==> src/src_streamer_defines.svh <==
// widths and depths of the source streamer
// include wherever a width or a FIFO depth is needed

`ifndef SRC_STREAMER_DEFINES_SVH
`define SRC_STREAMER_DEFINES_SVH

// byte address
`define SRC_ADDR_W 32

// one stream item
`define SRC_STRM_W 32

// memory bus is one word wider than the stream, for misaligned reads
`define SRC_MEM_W (`SRC_STRM_W + 32)

// length and beat counters
`define SRC_CNT_W 16

`define SRC_ADDR_FIFO_DEPTH 2
`define SRC_OFFS_FIFO_DEPTH 8 // also max loads in flight

`endif

==> src/src_streamer_pkg.sv <==
// types shared by the source streamer modules
// import with a wildcard in the module header

`default_nettype none

`include "src_streamer_defines.svh"

package src_streamer_pkg;

  typedef logic [`SRC_ADDR_W-1:0] addr_t;
  typedef logic [`SRC_STRM_W-1:0] strm_data_t;
  typedef logic [`SRC_MEM_W-1:0]  mem_data_t;
  typedef logic [1:0]             byte_offs_t; // low address bits
  typedef logic [`SRC_CNT_W-1:0]  cnt_t;

  typedef enum logic [1:0] {
    IDLE    = 2'd0,
    WORKING = 2'd1,
    DONE    = 2'd2
  } streamer_state_t;

  // job setup, held stable by software for the whole job
  typedef struct packed {
    logic  ignore_bias; // no bias beat for this job
    addr_t base_addr;
    cnt_t  tot_len;     // number of stream beats
    cnt_t  d0_len;      // inner loop length
    addr_t d0_stride;
    addr_t d1_stride;
  } pattern_cfg_t;

  typedef struct packed {
    logic ready_start;
    logic done;         // one-cycle pulse at job end
    logic addr_done;
  } streamer_flags_t;

endpackage

`default_nettype wire

==> src/stream_fifo.sv <==
// valid/ready FIFO, circular buffer with a fill count
// payload type set by parameter; no fall-through, pop one cycle after push

`timescale 1ns/10ps
`default_nettype none

module stream_fifo
  import src_streamer_pkg::*;
#(
  parameter type         payload_t = addr_t,
  parameter int unsigned DEPTH     = 2
) (
  input  wire      clk_i,
  input  wire      rst_ni,
  input  wire      clear_i,
  input  wire      push_valid_i,
  input  payload_t push_data_i,
  output logic     push_ready_o,
  output logic     pop_valid_o,
  output payload_t pop_data_o,
  input  wire      pop_ready_i,
  output logic     empty_o,
  output logic     full_o
);

  localparam int unsigned PTR_W = (DEPTH > 1) ? $clog2(DEPTH) : 1;
  localparam int unsigned CNT_W = $clog2(DEPTH + 1);

  payload_t         mem_q [DEPTH]; // storage, no reset
  logic [PTR_W-1:0] wr_ptr_q, rd_ptr_q;
  logic [CNT_W-1:0] cnt_q;
  logic             push, pop;

  assign empty_o      = (cnt_q == '0);
  assign full_o       = (cnt_q == CNT_W'(DEPTH));
  assign push_ready_o = ~full_o;
  assign pop_valid_o  = ~empty_o;
  assign pop_data_o   = mem_q[rd_ptr_q];

  assign push = push_valid_i & push_ready_o;
  assign pop  = pop_valid_o & pop_ready_i;

  always_ff @(posedge clk_i or negedge rst_ni) begin
    if (!rst_ni) begin
      wr_ptr_q <= '0;
      rd_ptr_q <= '0;
      cnt_q    <= '0;
    end else if (clear_i) begin // drop everything
      wr_ptr_q <= '0;
      rd_ptr_q <= '0;
      cnt_q    <= '0;
    end else begin
      if (push) wr_ptr_q <= (wr_ptr_q == PTR_W'(DEPTH - 1)) ? '0 : wr_ptr_q + 1'b1;
      if (pop)  rd_ptr_q <= (rd_ptr_q == PTR_W'(DEPTH - 1)) ? '0 : rd_ptr_q + 1'b1;
      if (push & ~pop)      cnt_q <= cnt_q + 1'b1;
      else if (pop & ~push) cnt_q <= cnt_q - 1'b1;
    end
  end

  always_ff @(posedge clk_i) begin
    if (push) mem_q[wr_ptr_q] <= push_data_i;
  end

endmodule

`default_nettype wire

==> src/src_addr_gen.sv <==
// biased two-dimensional byte address generator
// loaded at job start, then emits one address per cycle as a valid/ready stream

`timescale 1ns/10ps
`default_nettype none

module src_addr_gen
  import src_streamer_pkg::*;
(
  input  wire          clk_i,
  input  wire          rst_ni,
  input  wire          clear_i,
  input  wire          enable_i,
  input  wire          run_i,       // job in WORKING
  input  wire          load_i,      // capture cfg_i
  input  pattern_cfg_t cfg_i,
  input  wire          bias_valid_i,
  input  addr_t        bias_data_i,
  output logic         bias_ready_o,
  output logic         addr_valid_o,
  output addr_t        addr_o,
  input  wire          addr_ready_i,
  output logic         addr_done_o
);

  logic  busy_q, bias_wait_q, done_q;
  cnt_t  tot_cnt_q, d0_cnt_q;             // beat index and inner index
  cnt_t  tot_len_q, d0_len_q;
  addr_t d0_stride_q, d1_stride_q;
  addr_t d1_addr_q;                       // biased base of current row
  addr_t d0_offs_q;                       // offset inside the row
  logic  bias_fire, addr_fire, inner_last, tot_last;

  assign bias_ready_o = enable_i & run_i & bias_wait_q;
  assign addr_valid_o = enable_i & run_i & busy_q & ~bias_wait_q; // bias first
  assign addr_o       = d1_addr_q + d0_offs_q;
  assign addr_done_o  = done_q;

  assign bias_fire  = bias_valid_i & bias_ready_o;
  assign addr_fire  = addr_valid_o & addr_ready_i;
  assign inner_last = (d0_cnt_q == d0_len_q - 1'b1);
  assign tot_last   = (tot_cnt_q == tot_len_q - 1'b1);

  always_ff @(posedge clk_i or negedge rst_ni) begin
    if (!rst_ni) begin
      busy_q      <= 1'b0;
      bias_wait_q <= 1'b0;
      done_q      <= 1'b0;
      tot_cnt_q   <= '0;
      d0_cnt_q    <= '0;
    end else if (clear_i) begin
      busy_q      <= 1'b0;
      bias_wait_q <= 1'b0;
      done_q      <= 1'b0;
      tot_cnt_q   <= '0;
      d0_cnt_q    <= '0;
    end else if (enable_i) begin
      if (load_i) begin
        busy_q      <= (cfg_i.tot_len != '0);
        bias_wait_q <= ~cfg_i.ignore_bias;
        done_q      <= (cfg_i.tot_len == '0); // empty job
        tot_cnt_q   <= '0;
        d0_cnt_q    <= '0;
      end else begin
        if (bias_fire) bias_wait_q <= 1'b0;
        if (addr_fire) begin
          tot_cnt_q <= tot_cnt_q + 1'b1;
          d0_cnt_q  <= inner_last ? '0 : d0_cnt_q + 1'b1;
          if (tot_last) begin
            busy_q <= 1'b0;
            done_q <= 1'b1;                // high the cycle after last accept
          end
        end
      end
    end
  end

  always_ff @(posedge clk_i) begin
    if (enable_i) begin
      if (load_i) begin
        tot_len_q   <= cfg_i.tot_len;
        d0_len_q    <= cfg_i.d0_len;
        d0_stride_q <= cfg_i.d0_stride;
        d1_stride_q <= cfg_i.d1_stride;
        d1_addr_q   <= cfg_i.base_addr;
        d0_offs_q   <= '0;
      end else if (bias_fire) begin
        d1_addr_q <= d1_addr_q + bias_data_i; // add bias to base
      end else if (addr_fire) begin
        if (inner_last) begin
          d0_offs_q <= '0;
          d1_addr_q <= d1_addr_q + d1_stride_q; // next row
        end else begin
          d0_offs_q <= d0_offs_q + d0_stride_q;
        end
      end
    end
  end

endmodule

`default_nettype wire

==> src/src_realign.sv <==
// collects returned read words and realigns them to the requested byte offset
// offsets of issued loads wait in a FIFO until their word leaves on the stream

`timescale 1ns/10ps
`default_nettype none

`include "src_streamer_defines.svh"

module src_realign
  import src_streamer_pkg::*;
(
  input  wire        clk_i,
  input  wire        rst_ni,
  input  wire        clear_i,
  input  wire        enable_i,
  input  wire        issue_i,      // load granted this cycle
  input  byte_offs_t issue_offs_i,
  output logic       offs_full_o,
  input  wire        mem_rvalid_i,
  input  mem_data_t  mem_rdata_i,
  output logic       strm_valid_o,
  output strm_data_t strm_data_o,
  input  wire        strm_ready_i
);

  logic       offs_push_ready, offs_valid;
  byte_offs_t offs;
  logic       hold_valid_q;
  mem_data_t  hold_q;                     // word waiting for the output
  mem_data_t  cur_word, shifted;
  logic       take, beat, hold_load;

  stream_fifo #(
    .payload_t ( byte_offs_t          ),
    .DEPTH     ( `SRC_OFFS_FIFO_DEPTH )
  ) i_offs_fifo (
    .clk_i        ( clk_i           ),
    .rst_ni       ( rst_ni          ),
    .clear_i      ( clear_i         ),
    .push_valid_i ( issue_i         ),
    .push_data_i  ( issue_offs_i    ),
    .push_ready_o ( offs_push_ready ),
    .pop_valid_o  ( offs_valid      ),
    .pop_data_o   ( offs            ),
    .pop_ready_i  ( beat            ),
    .empty_o      (                 ),
    .full_o       (                 )
  );

  assign offs_full_o = ~offs_push_ready; // stalls new loads

  assign take = mem_rvalid_i & strm_ready_i; // read return handshake
  // a word without a pending offset is stale, left over from a clear
  assign strm_valid_o = enable_i & offs_valid & (hold_valid_q | mem_rvalid_i);
  assign beat         = strm_valid_o & strm_ready_i;
  assign hold_load    = take & offs_valid & ~(beat & ~hold_valid_q); // not sent straight out

  assign cur_word    = hold_valid_q ? hold_q : mem_rdata_i;
  assign shifted     = cur_word >> {offs, 3'b000};      // shift by whole bytes
  assign strm_data_o = shifted[`SRC_STRM_W-1:0];

  always_ff @(posedge clk_i or negedge rst_ni) begin
    if (!rst_ni) begin
      hold_valid_q <= 1'b0;
    end else if (clear_i) begin
      hold_valid_q <= 1'b0;
    end else if (hold_load) begin
      hold_valid_q <= 1'b1;
    end else if (beat) begin
      hold_valid_q <= 1'b0;               // held word accepted
    end
  end

  always_ff @(posedge clk_i) begin
    if (hold_load) hold_q <= mem_rdata_i;
  end

endmodule

`default_nettype wire

==> src/src_streamer_ctrl.sv <==
// job FSM of the source streamer, IDLE -> WORKING -> DONE -> IDLE
// counts output beats and pulses done when the job has drained

`timescale 1ns/10ps
`default_nettype none

module src_streamer_ctrl
  import src_streamer_pkg::*;
(
  input  wire             clk_i,
  input  wire             rst_ni,
  input  wire             clear_i,
  input  wire             enable_i,
  input  wire             start_i,
  input  cnt_t            tot_len_i,
  input  wire             addr_done_i,
  input  wire             addr_fifo_empty_i,
  input  wire             beat_i,          // output beat transferred
  output streamer_state_t state_o,
  output logic            load_o,
  output logic            run_o,
  output streamer_flags_t flags_o
);

  streamer_state_t state_q, state_d;
  cnt_t            beat_cnt_q;
  logic            finish;

  // all addresses out and all beats delivered
  assign finish = (state_q == DONE) & addr_fifo_empty_i & (beat_cnt_q == tot_len_i);

  always_comb begin
    state_d = state_q;
    case (state_q)
      IDLE:    if (start_i) state_d = WORKING;
      WORKING: if (addr_done_i) state_d = DONE;
      DONE:    if (finish) state_d = IDLE;
      default: state_d = IDLE;
    endcase
  end

  always_ff @(posedge clk_i or negedge rst_ni) begin
    if (!rst_ni) begin
      state_q    <= IDLE;
      beat_cnt_q <= '0;
    end else if (clear_i) begin
      state_q    <= IDLE;
      beat_cnt_q <= '0;
    end else if (enable_i) begin
      state_q <= state_d;
      if (finish)      beat_cnt_q <= '0; // ready for next job
      else if (beat_i) beat_cnt_q <= beat_cnt_q + 1'b1;
    end
  end

  assign state_o             = state_q;
  assign load_o              = enable_i & (state_q == IDLE) & start_i;
  assign run_o               = (state_q == WORKING);
  assign flags_o.ready_start = (state_q == IDLE);
  assign flags_o.done        = enable_i & finish; // one cycle before IDLE
  assign flags_o.addr_done   = addr_done_i;

endmodule

`default_nettype wire

==> src/src_streamer.sv <==
// memory-to-stream source streamer, top level
// loads a biased 2-D pattern over a req/gnt memory port, emits 32-bit stream

`timescale 1ns/10ps
`default_nettype none

`include "src_streamer_defines.svh"

module src_streamer
  import src_streamer_pkg::*;
(
  input  wire             clk_i,
  input  wire             rst_ni,
  input  wire             clear_i,
  input  wire             enable_i,
  input  wire             start_i,
  input  pattern_cfg_t    cfg_i,
  output streamer_flags_t flags_o,
  input  wire             bias_valid_i,
  input  addr_t           bias_data_i,
  output logic            bias_ready_o,
  output logic            mem_req_o,
  output addr_t           mem_addr_o,
  input  wire             mem_gnt_i,
  input  wire             mem_rvalid_i,
  input  mem_data_t       mem_rdata_i,
  output logic            mem_rready_o,
  output logic            strm_valid_o,
  output strm_data_t      strm_data_o,
  input  wire             strm_ready_i
);

  streamer_state_t state;
  logic            load, run, addr_done;
  logic            gen_valid, gen_ready;
  addr_t           gen_addr;
  logic            fifo_valid, fifo_empty;
  addr_t           fifo_addr;
  logic            offs_full, issue;

  src_addr_gen i_addr_gen (
    .clk_i, .rst_ni, .clear_i, .enable_i,
    .run_i        ( run          ),
    .load_i       ( load         ),
    .cfg_i        ( cfg_i        ),
    .bias_valid_i ( bias_valid_i ),
    .bias_data_i  ( bias_data_i  ),
    .bias_ready_o ( bias_ready_o ),
    .addr_valid_o ( gen_valid    ),
    .addr_o       ( gen_addr     ),
    .addr_ready_i ( gen_ready    ),
    .addr_done_o  ( addr_done    )
  );

  stream_fifo #(
    .payload_t ( addr_t               ),
    .DEPTH     ( `SRC_ADDR_FIFO_DEPTH )
  ) i_addr_fifo (
    .clk_i, .rst_ni, .clear_i,
    .push_valid_i ( gen_valid  ),
    .push_data_i  ( gen_addr   ),
    .push_ready_o ( gen_ready  ), // full fifo stalls the generator
    .pop_valid_o  ( fifo_valid ),
    .pop_data_o   ( fifo_addr  ),
    .pop_ready_i  ( issue      ),
    .empty_o      ( fifo_empty ),
    .full_o       (            )
  );

  // no new load while the stream stalls or the offset fifo is full
  assign mem_req_o    = enable_i & fifo_valid & strm_ready_i & ~offs_full & (state != IDLE);
  assign mem_addr_o   = {fifo_addr[`SRC_ADDR_W-1:2], 2'b00}; // word aligned
  assign issue        = mem_req_o & mem_gnt_i;
  assign mem_rready_o = strm_ready_i;

  src_realign i_realign (
    .clk_i, .rst_ni, .clear_i, .enable_i,
    .issue_i      ( issue          ),
    .issue_offs_i ( fifo_addr[1:0] ),
    .offs_full_o  ( offs_full      ),
    .mem_rvalid_i ( mem_rvalid_i   ),
    .mem_rdata_i  ( mem_rdata_i    ),
    .strm_valid_o ( strm_valid_o   ),
    .strm_data_o  ( strm_data_o    ),
    .strm_ready_i ( strm_ready_i   )
  );

  src_streamer_ctrl i_ctrl (
    .clk_i, .rst_ni, .clear_i, .enable_i,
    .start_i           ( start_i                     ),
    .tot_len_i         ( cfg_i.tot_len               ),
    .addr_done_i       ( addr_done                   ),
    .addr_fifo_empty_i ( fifo_empty                  ),
    .beat_i            ( strm_valid_o & strm_ready_i ),
    .state_o           ( state                       ),
    .load_o            ( load                        ),
    .run_o             ( run                         ),
    .flags_o           ( flags_o                     )
  );

endmodule

`default_nettype wire

==> config.mk <==
export PLATFORM = sky130hd
export DESIGN_NAME = src_streamer
export DESIGN_NICKNAME = d
export VERILOG_FILES = /design/src/src_streamer_pkg.sv /design/src/stream_fifo.sv /design/src/src_addr_gen.sv /design/src/src_realign.sv /design/src/src_streamer_ctrl.sv /design/src/src_streamer.sv
export VERILOG_INCLUDE_DIRS = /design/src
export SDC_FILE = /design/constraint.sdc
export NUM_CORES = 1
export LEC_CHECK = 0
export ABC_CLOCK_PERIOD_IN_PS = 9300
export BUFFER_PORTS_ARGS = -buffer_cell sky130_fd_sc_hd__buf_4
export CAP_MARGIN = 40
export CORE_UTILIZATION = 57
export DETAILED_ROUTE_END_ITERATION = 10
export PLACE_DENSITY = 0.87
export SETUP_SLACK_MARGIN = 0.1
export SLEW_MARGIN = 5
export SYNTH_ARGS = -nofsm -noshare
export SYNTH_HDL_FRONTEND = slang
export SYNTH_SLANG_ARGS = --single-unit
==> constraint.sdc <==
create_clock -name clk_i -period 9.3 [get_ports clk_i]
set_input_delay 0.93 -clock clk_i [delete_from_list [all_inputs] [get_ports clk_i]]
set_output_delay 0.93 -clock clk_i [all_outputs]
set_load 0.005 [all_outputs]
Yosys cells after proc, flatten, opt, wreduce, memory -nomap -nowiden:

Memories as Yosys holds them, arrays and structs flattened.
Index checks and enable logic that the tools add are counted.

* $add $sub $neg: 17
* bitwise operators: 43
* shift-type cells: 1
* reduce and logical (&&, ||, !) cells: 29
* eq/ne operators: 13
* mux-type cells: 66

Operators by type and width (count)
* 2-to-1 mux 32 bit: 7
* 2-to-1 mux 16 bit: 13
* adder 32 bit: 4
* 2-to-1 mux 64 bit: 1
* >> shifter 64 x 5 -> 32 bit: 1
* adder 16 x 1 -> 16 bit (second input constant): 3
* equality test 16 bit: 3
* subtractor 16 x 1 -> 16 bit (second input constant): 2
* bitwise AND 1 bit: 30
* 2-to-1 mux 1 bit: 27
* nonzero test 3 bit: 9
* 2-to-1 mux 3 bit: 6
* zero test 16 bit: 1
* 2-to-1 mux 2 bit: 8
* nonzero test 16 bit: 1
* nonzero test 2 bit: 7
* 2-to-1 mux 4 bit: 3
* NOT 1 bit: 12
* AND reduction 3 bit: 3
* AND reduction 2 bit: 4
* adder 3 x 1 -> 3 bit (second input constant): 2
* equality test 3 bit (second input constant): 2
* != test 3 bit (second input constant): 2
* case mux 2 bit (3 select lines): 1
* 14 further kinds: 17

* word-level logic and storage cells: 192
* output and inout bits: 71
* input port bits: 234
* register bits after elaboration: 292
* memory bits (writable): 80
* memories kept: 2

Memories
* i_addr_fifo.mem_q: depth 2, bits a word 32, rd ports 1, clocked after memory_dff 0, write ports 1, RTL line stream_fifo.sv:29 `payload_t mem_q [DEPTH];`
* i_realign.i_offs_fifo.mem_q: depth 8, bits a word 2, rd ports 1, clocked after memory_dff 0, write ports 1, RTL line stream_fifo.sv:29

Logic depth before layout (Yosys ltp):

Gate-level depths: netlist of the first run.

* word-level depth: 13
* depth in mapped cells: 19
* gate-level depth less buffers: 17

Cells and area by module:

A second synthesis of the first run with hierarchy kept.

* cell total of the unflattened synthesis: 1856
* area total of the unflattened synthesis: 21820.9 sq um

Modules (own cells, without submodules)
* src_addr_gen: sequential area each 5680.4 sq um, area each 13384.1 sq um, times used 1, cells each 1324
* src_realign: sequential area each 1706.6 sq um, area each 3174.3 sq um, times used 1, cells each 152
* stream_fifo (i_addr_fifo): sequential area each 2021.9 sq um, area each 2541.2 sq um, times used 1, cells each 126
* stream_fifo (i_realign.i_offs_fifo): sequential area each 730.7 sq um, area each 1361.3 sq um, times used 1, cells each 106
* src_streamer_ctrl: sequential area each 450.4 sq um, area each 1282.5 sq um, times used 1, cells each 139
* src_streamer: sequential area each 0.0 sq um, area each 77.6 sq um, times used 1, cells each 9

Worst setup path before layout of the first run:

No wires, ideal clock.

* path kind: in2reg
* from: in enable_i
* to: reg i_addr_gen.d0_len_q[0] (enable)
* arrival: 4.595 ns
* data required time: 8.802 ns
* buffers on the path: 3
* setup slack: 4.207 ns
* library setup time: 0.498 ns
* cell stages on the path: 5
* cell sequence: clkbuf_1 > nand3_1 > inv_1 > clkbuf_1 > clkbuf_1

* word-level cells in the longest chain between the ends: 3

Ends and longest elaborated chain
* from (decl): RTL line src_streamer.sv:15 `input wire enable_i,`
* bitwise AND 1 bit (2 in a row): RTL line src_streamer_ctrl.sv:57 `assign load_o = enable_i & (state_q == IDLE) & start_i;`
* AND reduction 2 bit (no line) (*)
* to (signal assigned): RTL line src_addr_gen.sv:82 `d0_len_q <= cfg_i.d0_len;`
* to (decl): RTL line src_addr_gen.sv:28 `cnt_t tot_len_q, d0_len_q;`

Every way passes the cells marked *; elsewhere a longest branch is shown, timed or not.
A chain may end at the register's enable or synchronous reset.

Final worst setup path of the first run:

* from: in enable_i
* to: reg i_addr_gen.d1_addr_q[26] (data pin)

* word-level cells in the longest chain between the ends: 5
* elaborated cells on any way between the ends: 7
* classes of those cells: mux: 2; bitwise: 5

Ends and longest elaborated chain
* bitwise AND 1 bit (2 in a row): RTL line src_addr_gen.sv:34 `assign bias_ready_o = enable_i & run_i & bias_wait_q;`
* bitwise AND 1 bit: RTL line src_addr_gen.sv:39 `assign bias_fire = bias_valid_i & bias_ready_o;`
* 2-to-1 mux 32 bit: RTL line src_addr_gen.sv:87 `end else if (bias_fire) begin`
* 2-to-1 mux 32 bit (*): RTL line src_addr_gen.sv:80 `if (load_i) begin`
* to (signal assigned): RTL line src_addr_gen.sv:85 `d1_addr_q <= cfg_i.base_addr;`
* to (signal assigned): RTL line src_addr_gen.sv:88 `d1_addr_q <= d1_addr_q + bias_data_i;`
* to (signal assigned): RTL line src_addr_gen.sv:92 `d1_addr_q <= d1_addr_q + d1_stride_q;`
* to (decl): RTL line src_addr_gen.sv:30 `addr_t d1_addr_q;`

Marked as above.

==> summary.md, run 1 <==
| Metric | Value |
|---|---|
| Status | completed |
| Count of final hold-check violations | 0 |
| Max-cap viol count | 0 |
| Final slew viol count | 0 |
| Share of cells above drive strength 1 | 26.4% |
| PwrDens | 170 mW/mm² |
| CTS Buf Count | 41 |
| RSZ-0062 raised after global routing | false |
| Switching Fraction | 26.0% |
| Synth warn | 0 |
| Post-synth top flop | edfxtp_1 |
| DR iter-0 viols | 1046 |
| H-tree depth | 2 |
| Fin Clk Skew | 36.5 ps |
| Root buffer cell | clkbuf_16 |
| DR WL/cell | 19.5 µm |
| Drt pass-1 iters | 8 |
| Final WS setup | 4200 ps |
| Worst-skew pair later-pin latency | 570 ps |
| Final hold slack | 213 ps |
| Dominant cells by area after synthesis | edfxtp_1, dfrtp_1, ha_1 |
| Clock period minus worst slack | 5100 ps |
| # hold bufs at CTS | 0 |
| Remaining global-route overflow | 0 |
| Post-synth EDFFs | 296 |
| Synth top cells by count | edfxtp_1, nor2_1, a21oi_1 |
| Post-cts resize count | 0 |
| DRC | 0 |
| Slew @ Worst Pin | 834 ps |
| Pin count of the biggest net entering global routing | 68 |
| Post-route ant nets | 0 |
| Dpl hpwl | 37400 µm |
| Die X | 195 µm |
| CTS Buffer Depth | 3 |
| First-pass GRT wire length | 80100 µm |
| Area grow syn2layout | 18.1% |
| Cell with the most instances after synthesis | edfxtp_1 |
| Rel. slew slack | 44.4% |
| Core ar. | 0.0367 mm² |
| Kind of end point of the critical path | register |
| Cells after Synth | 1810 |
| #FFs+latches synth | 364 |
| Post-layout nets | 2423 |
| Total Wirelength | 50300 µm |
| Power Internal | 3.17 mW |
| Switching pwr | 1.12 mW |
| Post-Syn Area | 0.0213 mm² |
| RD Place Congestion | 0.948 |
| Tot GR Track Use | 26.4% |
| Leak pwr | 9.92 nW |
| Initial Util | 58.1% |
| Fin crit share | 54.9% |
| Die Area | 0.0382 mm² |
| Critical path arrival | 5370 ps |
| Setup CP Type | in -> reg |
| Vias in the first global route | 15700 |
| Setup Fix Bufs, Post-CTS | 0 |
| Share of power burned in registers | 44.7% |
| Worst-path fanout max | 14 |
| Crit path required time | 9570 ps |
| Final setup fails | 0 |
| PortBufs | 294 |
| Peak VDD IR | 134 µV |
| IO Count | 305 |
| CTS Sinks | 364 |
| Fmax | 196 MHz |
| Yosys cell types | 79 |
| Crit path launch type | input pin |
| Vias per std cell | 6.06 |
| Synth Area per Inst | 11.8 µm² |
| Reg clk slew, reported paths | 60 ps |
| TritonCTS clock tree | done |
| Clk pwr share | 37.2% |
| Synth area leader | edfxtp_1 |
| # rows | 70 |
| Final TNS setup | 0 ps |
| Height of the die | 195 µm |
| Initial antenna violation count | 0 |
| Via Count | 15600 |
| Asr flop ratio synth | 18.7% |
| Hold Path Class | in -> async |
| Top-area cell type share of the netlist area | 41.7% |
| Sequential area share after synthesis | 49.7% |
| Part of the power in combinational logic | 18.1% |
| Ant. Diodes | 0 |
| Fill cell count | 2510 |
| Pre-CTS worst setup slack | 3700 ps |
## power groups by stage
stage / combinational (mW) / sequential (mW) / clock, mW
after floorplan: 0.530 / 1.93 / 0
after global placement: 0.722 / 1.95 / 0
after detailed placement: 0.758 / 1.95 / 0
after CTS: 0.764 / 1.91 / 1.62
after global routing: 0.850 / 1.92 / 1.68
final: 0.775 / 1.92 / 1.60
## critical path, stage by stage
cell	delay, ps
buf_4	160
nand2_1	80
nor2_1	220
and2_1	300
nand2_1	450
mux2_2	460
ha_1	200
inv_1	70
fa_1	200
nor2b_1	70
o31a_1	270
o31ai_1	440
a21oi_1	190
o2111ai_1	360
a31oi_1	240
a211oi_2	440
xor2_1	190
a21oi_1	90
## worst paths after layout
kind,startpoint,endpoint,slack [ps],cells past startpoint
worst min register to register,i_ctrl.beat_cnt_q[14],i_ctrl.beat_cnt_q[14],540,1
worst max-delay path,enable_i,i_addr_gen.d1_addr_q[26],4200,18
min in group clk_i,cfg_i[16],i_addr_gen.d1_stride_q[16],530,1
max in group asynchronous,rst_ni,i_addr_gen.d0_cnt_q[12],8530,2
worst max register to register,i_ctrl.state_o[0],i_addr_gen.d1_addr_q[26],4300,17
worst min-delay path,rst_ni,i_realign.i_offs_fifo.cnt_q[1],210,1
## layout make-up
cell class                 count  area [µm²]  share of cell area [%]
clock buffer                  55        1130                    4.49
clock inverter                20         198                   0.785
inverter                      41         156                   0.621
multi-input combinational   1319       10100                    40.3
sequential                   364       10600                    42.1
tap                          468         586                    2.33
timing repair buffer         311        2370                    9.43
## cells in the final DEF, fill, tap and decap left out, types with 9 or more instances in the layout
cell,instances
nand3_1,41
clkbuf_16,42
nand2b_1,23
nor2b_1,14
clkinv_2,9
a21o_1,36
a31oi_1,15
nor4_1,19
or3_1,11
nand2_1,115
nor3_1,32
mux2_2,98
ha_1,107
mux2i_1,10
nor2_1,163
xnor2_1,94
clkbuf_1,10
a21oi_1,120
o21bai_1,12
a211oi_1,15
nand4_1,13
mux4_2,48
o21a_1,15
and3_1,26
dfrtp_1,67
o21ai_0,69
buf_4,309
and2_1,15
xor2_1,80
inv_1,40
edfxtp_1,296
## stage by stage
stage	util, %	power (mW)	instance area [µm²]	instances
3_3_place_gp	64.8	2.67	23800	2500
6_report	68.6	4.29	25200	2578
2_1_floorplan	-	2.46	21300	1811
4_1_cts	68.6	4.30	25200	2578
3_5_place_dp	65.0	2.71	23800	2503
5_1_grt	68.6	4.45	25200	2578
## state kept, by name, indices dropped and copies added, names as in the netlist, 32 cells and up
| register | flops |
|---|---|
| i_addr_fifo.mem_q | 64 |
| i_realign.hold_q | 56 |
| i_addr_gen.d0_offs_q | 32 |
| i_addr_gen.d0_stride_q | 32 |
| i_addr_gen.d1_addr_q | 32 |
| i_addr_gen.d1_stride_q | 32 |
## metal layers
layer / share of wire, % / track usage [%]
met4: 2.8 / 9.16
met1: 40 / 33.3
met3: 7.2 / 4.21
met5: 0 / 0
met2: 50 / 46.2
## logic make-up after synthesis
kind of cell | after synthesis | synth area share, %
flops | 364 | 49.7
simple gates | 519 | 12.1
other cells | 1 | 0.0176
mux | 158 | 10.8
compound gates | 355 | 10.6
buf+inv | 128 | 2.99
fa+ha+maj | 111 | 6.66
xor+xnor | 174 | 7.15
Power figures use the tool's default switching activity.
==> inputs of run 2 (changes only) <==
- ABC_CLOCK_PERIOD_IN_PS: 9300 -> 4100
- CORE_UTILIZATION: 57 -> 53
- PLACE_DENSITY: 0.87 -> 0.86
- clock period: 9.3 -> 4.1 ns (I/O delays scaled with it)
==> run 2 against run 1 <==
Effect of this change: sequential cell count unchanged; cell count up 5.2%; sequential power up 130%; utilization down 3.0 points; power up 130%; critical path type is now reg -> reg; highest routed layer unchanged.
==> summary.md, run 2 (synthesis gave the netlist of run 1 again) <==
| Metric | Value |
|---|---|
| Status | completed |
| Final setup fails | 0 (unchanged) |
| Fill cell count | 2871 (+14%) |
| Post-layout nets | 2501 (+3.2%) |
| Crit path launch type | register |
| Final slew viol count | 0 (unchanged) |
| Clock period minus worst slack | 3940 ps |
| Cells along the critical path | nand2_1 -> nor2_4 -> and2_4 -> nand2_4 -> buf_4 -> mux2_2 -> ha_1 -> nand4_1 -> nor3_2 -> o31ai_2 -> buf_4 -> a21oi_4 -> o2111ai_4 -> a31oi_4 -> a211oi_2 -> buf_4 -> a41oi_2 -> o41ai_1 |
| PwrDens | 381 mW/mm² (+120%) |
| Pre-CTS worst setup slack | -361 ps (-4060 ps) |
| Count of final hold-check violations | 0 (unchanged) |
| Pin count of the biggest net entering global routing | 88 (+29%) |
| Remaining global-route overflow | 0 (unchanged) |
| PortBufs | 294 (unchanged) |
| Root buffer cell | clkbuf_16 |
| Max reg flops | 64 (unchanged) |
| Largest Register | i_addr_fifo.mem_q |
| IO Count | 305 (unchanged) |
| DR WL/cell | 19.4 µm (-0.82%) |
| Final hold slack | 25.7 ps (-188 ps) |
| Final Total Pwr | 9.92 mW (+130%) |
| Initial antenna violation count | 0 (unchanged) |
| Switching Fraction | 26.1% (about the same) |
| Fin Clk Skew | 11.9 ps (-24.7 ps) |
| Switching pwr | 2.59 mW (+130%) |
| Final WS setup | 161 ps (-4040 ps) |
| Die Area | 0.0410 mm² (+7.5%) |
| Clk pwr share | 37.3% (about the same) |
| Crit-path slowest cell | dfrtp_1 |
| Hold Path Class | in -> reg |
| Setup Fix Bufs, Post-CTS | 0 (unchanged) |
| Most frequent cells in the layout | buf_4, edfxtp_1, nor2_1 |
| CP most frequent cell | buf_4 |
| Via Count | 16000 (+2.1%) |
| Peak VDD IR | 399 µV (+200%) |
| Power Internal | 7.34 mW (+130%) |
| Vias per std cell | 5.88 (-3.0%) |
| Rel. slew slack | 45.2% (+0.76 points) |
| Height of the die | 203 µm (+3.7%) |
| Final TNS setup | 0 ps (unchanged) |
| Total Wirelength | 52500 µm (+4.4%) |
| CTS Buf Count | 42 (+2.4%) |
| DRC | 0 (unchanged) |
| Worst-path fanout max | 10 (-4) |
| Drt pass-1 iters | 6 (-2) |
| Tot GR Track Use | 25.5% (-0.94 points) |
| Part of the power in combinational logic | 18.9% (+0.8 points) |
| Worst-skew pair later-pin latency | 560 ps (about the same) |
| CTS Buffer Depth | 3 (unchanged) |
| Fin crit share | 96.1% |
| RD Place Congestion | 0.976 (+2.9%) |
| Dpl hpwl | 38500 µm (+2.8%) |
| Area grow syn2layout | 22.3% |
| Share of cells above drive strength 1 | 27.5% (+1.1 points) |
| Die X | 203 µm (+3.7%) |
| Commonest non-fill, non-tap cell in the layout | buf_4 |
| CTS Sinks | 364 (unchanged) |
| Ant. Diodes | 0 (unchanged) |
| Fmax | 254 MHz |
| Reg clk slew, reported paths | 60 ps (about the same) |
| Util after Layout | 65.6% (-3.0 points) |
| Max-cap viol count | 0 (unchanged) |
| # rows | 73 (+4.3%) |
| TritonCTS clock tree | done |
| H-tree depth | 2 (unchanged) |
| Leak pwr | 10.3 nW (+3.7%) |
| Share of power burned in registers | 43.8% (-0.9 points) |
| Critical path arrival | 4230 ps (-1140 ps) |
| Setup CP Type | reg -> reg |
| First-pass GRT wire length | 83100 µm (+3.8%) |
| DR iter-0 viols | 1027 (-1.8%) |
| Top Registers | i_addr_fifo.mem_q x64, i_realign.hold_q x56 |
| Critical path's top delay family | compound AO/OA/AOI/OAI gates |
| Post-route ant nets | 0 (unchanged) |
| Crit path required time | 4390 ps (-5180 ps) |
| Max stage delay on crit path | 370 ps (-90 ps) |
| CP Buf/Inv Count | 3 (+1) |
| Initial Util | 53.7% (-4.4 points) |
| Kind of end point of the critical path | register |
| Vias in the first global route | 16000 (+2.1%) |
| Slew @ Worst Pin | 822 ps (-11.5 ps) |
| RSZ-0062 raised after global routing | true |
| Core ar. | 0.0397 mm² (+8.3%) |
[run 2: cell types whose count changed in the layout (fill, tap and decap cells not counted), moves of 2 or more]
cell	previous run	this run
clkinvlp_4	4	2
clkbuf_1	10	7
dlygate4sd3_1	0	43
buf_12	0	3
buf_16	2	0
buf_4	309	342
clkinv_4	0	2
clkinv_1	2	8
a31oi_1	15	13
clkinv_2	9	6
[run 2: stage by stage]
step	area (µm²)	instances
after detailed placement	24200	2594
after global routing	26100	2713
after floorplan	21300	1811
final	26100	2713
after global placement	24100	2592
after CTS	26000	2713
[run 2: worst paths after layout]
| kind | startpoint | end | slack [ps] | cells after the start |
|---|---|---|---|---|
| worst min register to register | i_ctrl.beat_cnt_q[11] | i_ctrl.beat_cnt_q[11] | 530 | 1 |
| worst min-delay path | cfg_i[9] | i_addr_gen.d1_stride_q[9] | 30 | 1 |
| min in group asynchronous | rst_ni | i_ctrl.beat_cnt_q[3] | 320 | 2 |
| worst max register to register | i_ctrl.state_o[0] | i_addr_gen.d1_addr_q[28] | 160 | 18 |
| worst max-delay path | i_ctrl.state_o[0] | i_addr_gen.d1_addr_q[28] | 160 | 18 |
| max in group asynchronous | rst_ni | i_addr_gen.d0_cnt_q[15] | 3210 | 3 |
[run 2: layout make-up]
type,instances,area [µm²],area share (%)
sequential,364,10600,40.6
multi-input combinational,1319,10200,39.3
timing repair buffer,388,3060,11.7
clock buffer,52,1130,4.34
tap,525,657,2.52
clock inverter,24,230,0.883
inverter,41,156,0.600
[run 2: layer usage]
metal	GRT usage, %	part of all wire, %
met2	44.8	50
met5	0	0
met1	31.5	39
met4	8.92	3.4
met3	4.57	7.5
[run 2: power by group through the flow]
stage	combinational, mW	clock [mW]	sequential (mW)
6_report	1.87	3.71	4.35
5_1_grt	2.05	3.92	4.36
4_1_cts	1.83	3.78	4.34
3_5_place_dp	1.77	0	4.42
3_3_place_gp	1.70	0	4.41
2_1_floorplan	1.20	0	4.38
[run 2: timing repair]
item,in CTS,in global routing
gates cloned,0,0
hold buffers,43,0
endpoints found under the hold margin,69,0
setup endpoints to repair,9,9
pin swaps,2,3
gates resized for setup,8,9
[run 2: worst register-to-register path, stage by stage, from the launching register on]
cell and delay (ps):
dfrtp_1 370, nand2_1 120, nor2_4 60, and2_4 180, nand2_4 140, buf_4 210
mux2_2 360, ha_1 350, nand4_1 190, nor3_2 250, o31ai_2 120, buf_4 160
a21oi_4 220, o2111ai_4 180, a31oi_4 230, a211oi_2 90, buf_4 160, a41oi_2 190
o41ai_1 90
==> inputs of run 3 (changes only) <==
- CORE_MARGIN: default -> 4
==> run 3 against run 2 <==
Effect of this change: clock skew is 8.1 ps higher; largest power group unchanged; wire length is 0.20% higher; fmax up 3.2%; sequential power about the same.
==> summary.md, run 3 (synthesis gave the netlist of run 1 again) <==
| Metric | Value |
|---|---|
| Kind of end point of the critical path | register |
| Leak pwr | 10.4 nW (+0.79%) |
| H-tree depth | 2 (unchanged) |
| RD Place Congestion | 0.944 (-3.3%) |
| Fin crit share | 93.1% (-3.0 points) |
| Status | completed |
| Rel. slew slack | 44.5% (-0.66 points) |
| IO Count | 305 (unchanged) |
| Height of the die | 209 µm (+3.0%) |
| Post-route cell area | 0.0262 mm² (+0.43%) |
| Final Total Pwr | 9.91 mW (-0.11%) |
| Final hold slack | 33.3 ps (+7.52 ps) |
| Slew @ Worst Pin | 832 ps (+9.94 ps) |
| Remaining global-route overflow | 0 (unchanged) |
| Fmax | 262 MHz (+3.2%) |
| Clock period minus worst slack | 3820 ps (-122 ps) |
| Crit path launch type | register |
| Core ar. | 0.0397 mm² (unchanged) |
| Via Count | 15900 (-0.41%) |
| DR iter-0 viols | 1134 (+10%) |
| Util after Layout | 65.9% (+0.28 points) |
| PortBufs | 294 (unchanged) |
| Final slew viol count | 0 (unchanged) |
| Initial antenna violation count | 0 (unchanged) |
| Peak VDD IR | 333 µV (-17%) |
| First-pass GRT wire length | 84000 µm (+1.1%) |
| DR WL/cell | 19.3 µm (-0.46%) |
| DRC | 0 (unchanged) |
| CTS Buf Count | 42 (unchanged) |
| Commonest non-fill, non-tap cell in the layout | buf_4 |
| Crit path required time | 4380 ps (about the same) |
| Root buffer cell | clkbuf_16 |
| Die X | 209 µm (+3.0%) |
| Fin Clk Skew | 20.0 ps (+8.09 ps) |
| DP Area | 0.0242 mm² (+0.29%) |
| Drt pass-1 iters | 6 (unchanged) |
| Ant. Diodes | 0 (unchanged) |
| Max-cap viol count | 0 (unchanged) |
| Most frequent cells in the layout | buf_4, edfxtp_1, nor2_1 |
| Reg clk slew, reported paths | 60 ps (about the same) |
| Share of cells above drive strength 1 | 27.4% (-0.043 points) |
| Max reg flops | 64 (unchanged) |
| Worst-skew pair later-pin latency | 560 ps (about the same) |
| Worst-path fanout max | 7 (-3) |
| Dpl hpwl | 38700 µm (+0.69%) |
| Initial Util | 53.7% (unchanged) |
| Vias per std cell | 5.82 (-1.1%) |
| Area grow syn2layout | 22.8% |
| CTS Buffer Depth | 3 (unchanged) |
| # rows | 73 (unchanged) |
| Vias in the first global route | 16200 (+0.64%) |
| Count of final hold-check violations | 0 (unchanged) |
| Tot GR Track Use | 23.7% (-1.8 points) |
| CTS Sinks | 364 (unchanged) |
| PwrDens | 379 mW/mm² (-0.54%) |
| Top Registers | i_addr_fifo.mem_q x64, i_realign.hold_q x56 |
| Die Area | 0.0435 mm² (+6.0%) |
| Pin count of the biggest net entering global routing | 109 (+24%) |
| Setup CP Type | reg -> reg |
| Final setup fails | 0 (unchanged) |
| TritonCTS clock tree | done |
| Critical path arrival | 4100 ps (-130 ps) |
| Largest Register | i_addr_fifo.mem_q |
| Post-route ant nets | 0 (unchanged) |
| Hold Path Class | in -> reg |
| RSZ-0062 raised after global routing | false |
| Post-layout nets | 2518 (+0.68%) |
| Final Non-Filler Cells | 2731 (+0.66%) |
| Placed insts | 2604 (+0.39%) |
| Total Wirelength | 52600 µm (+0.20%) |
==> run 3: cell count changes in the layout (fill, tap and decap cells not counted), sizes merged <==
cell | before | now
buf | 345 | 355
bufinv | 4 | 3
clkbuf | 52 | 67
clkinv | 16 | 6
clkinvlp | 2 | 0
dlygate4sd3 | 43 | 50
inv | 43 | 42
==> run 3: worst max-delay path, cell delays in order (launching register included) <==
cell and delay (ps):
dfrtp_1 380, nand2_1 90, nor2_2 130, and2_4 210, nand2_4 120, buf_4 180, mux2_2 230, inv_1 50
fa_1 420, nor2b_2 140, o31a_1 150, o31ai_1 80, buf_4 160, a21oi_4 140, o2111ai_2 200, a31oi_2 300
a211oi_2 100, buf_4 160, a41oi_1 200, o41ai_1 100
==> run 3: timing repair <==
| action | CTS | global route |
|---|---|---|
| resized for setup | 6 | 12 |
| endpoints found under the setup margin | 7 | 9 |
| hold buffers | 50 | 0 |
| hold endpoints to repair | 117 | 0 |
| setup buffers | 0 | 0 |
| pin swaps | 0 | 3 |
==> run 3: area by class of cell <==
class,count,area (µm²)
Inverter,41,156
Clock buffer,67,1230
Tap cell,525,657
Sequential cell,364,10600
Clock inverter,10,125
Timing Repair Buffer,405,3200
Fill cell,2823,13600
Multi-Input combinational cell,1319,10200
==> run 3: path summary, 6_finish.rpt <==
kind                                       start                   endpoint  slack [ps]  cells after the start
max                            i_ctrl.state_o[0]   i_addr_gen.d1_addr_q[28]         280                     19
min                                     cfg_i[7]  i_addr_gen.d1_stride_q[7]          30                      1
max reg2reg                    i_ctrl.state_o[0]   i_addr_gen.d1_addr_q[28]         280                     19
min reg2reg                i_ctrl.beat_cnt_q[14]      i_ctrl.beat_cnt_q[14]         540                      1
max in group asynchronous                 rst_ni       i_ctrl.beat_cnt_q[1]        3380                      3
min in group asynchronous                 rst_ni    i_addr_gen.tot_cnt_q[4]         180                      2
==> run 3: layer usage <==
metal	global-route usage, %	wire length, µm	vias to the layer above
met2	40.2	25700	650
met1	31.0	21600	7652
li1	-	-	7502
met4	7.47	1340	0
met3	4.48	3980	87
met5	0	0	-
==> run 3: where the power goes <==
group	internal (mW)	switching, mW	total [mW]
sequential	4.25	0.0948	4.35
clock	2.24	1.45	3.69
combinational	0.891	0.986	1.88
==> run 3: through the flow <==
step	setup TNS, ps	setup WS, ps
floorplan	0	162
global placement	-352	-115
detailed placement	-988	-190
CTS	0	151
global route	0	126
finish	0	283
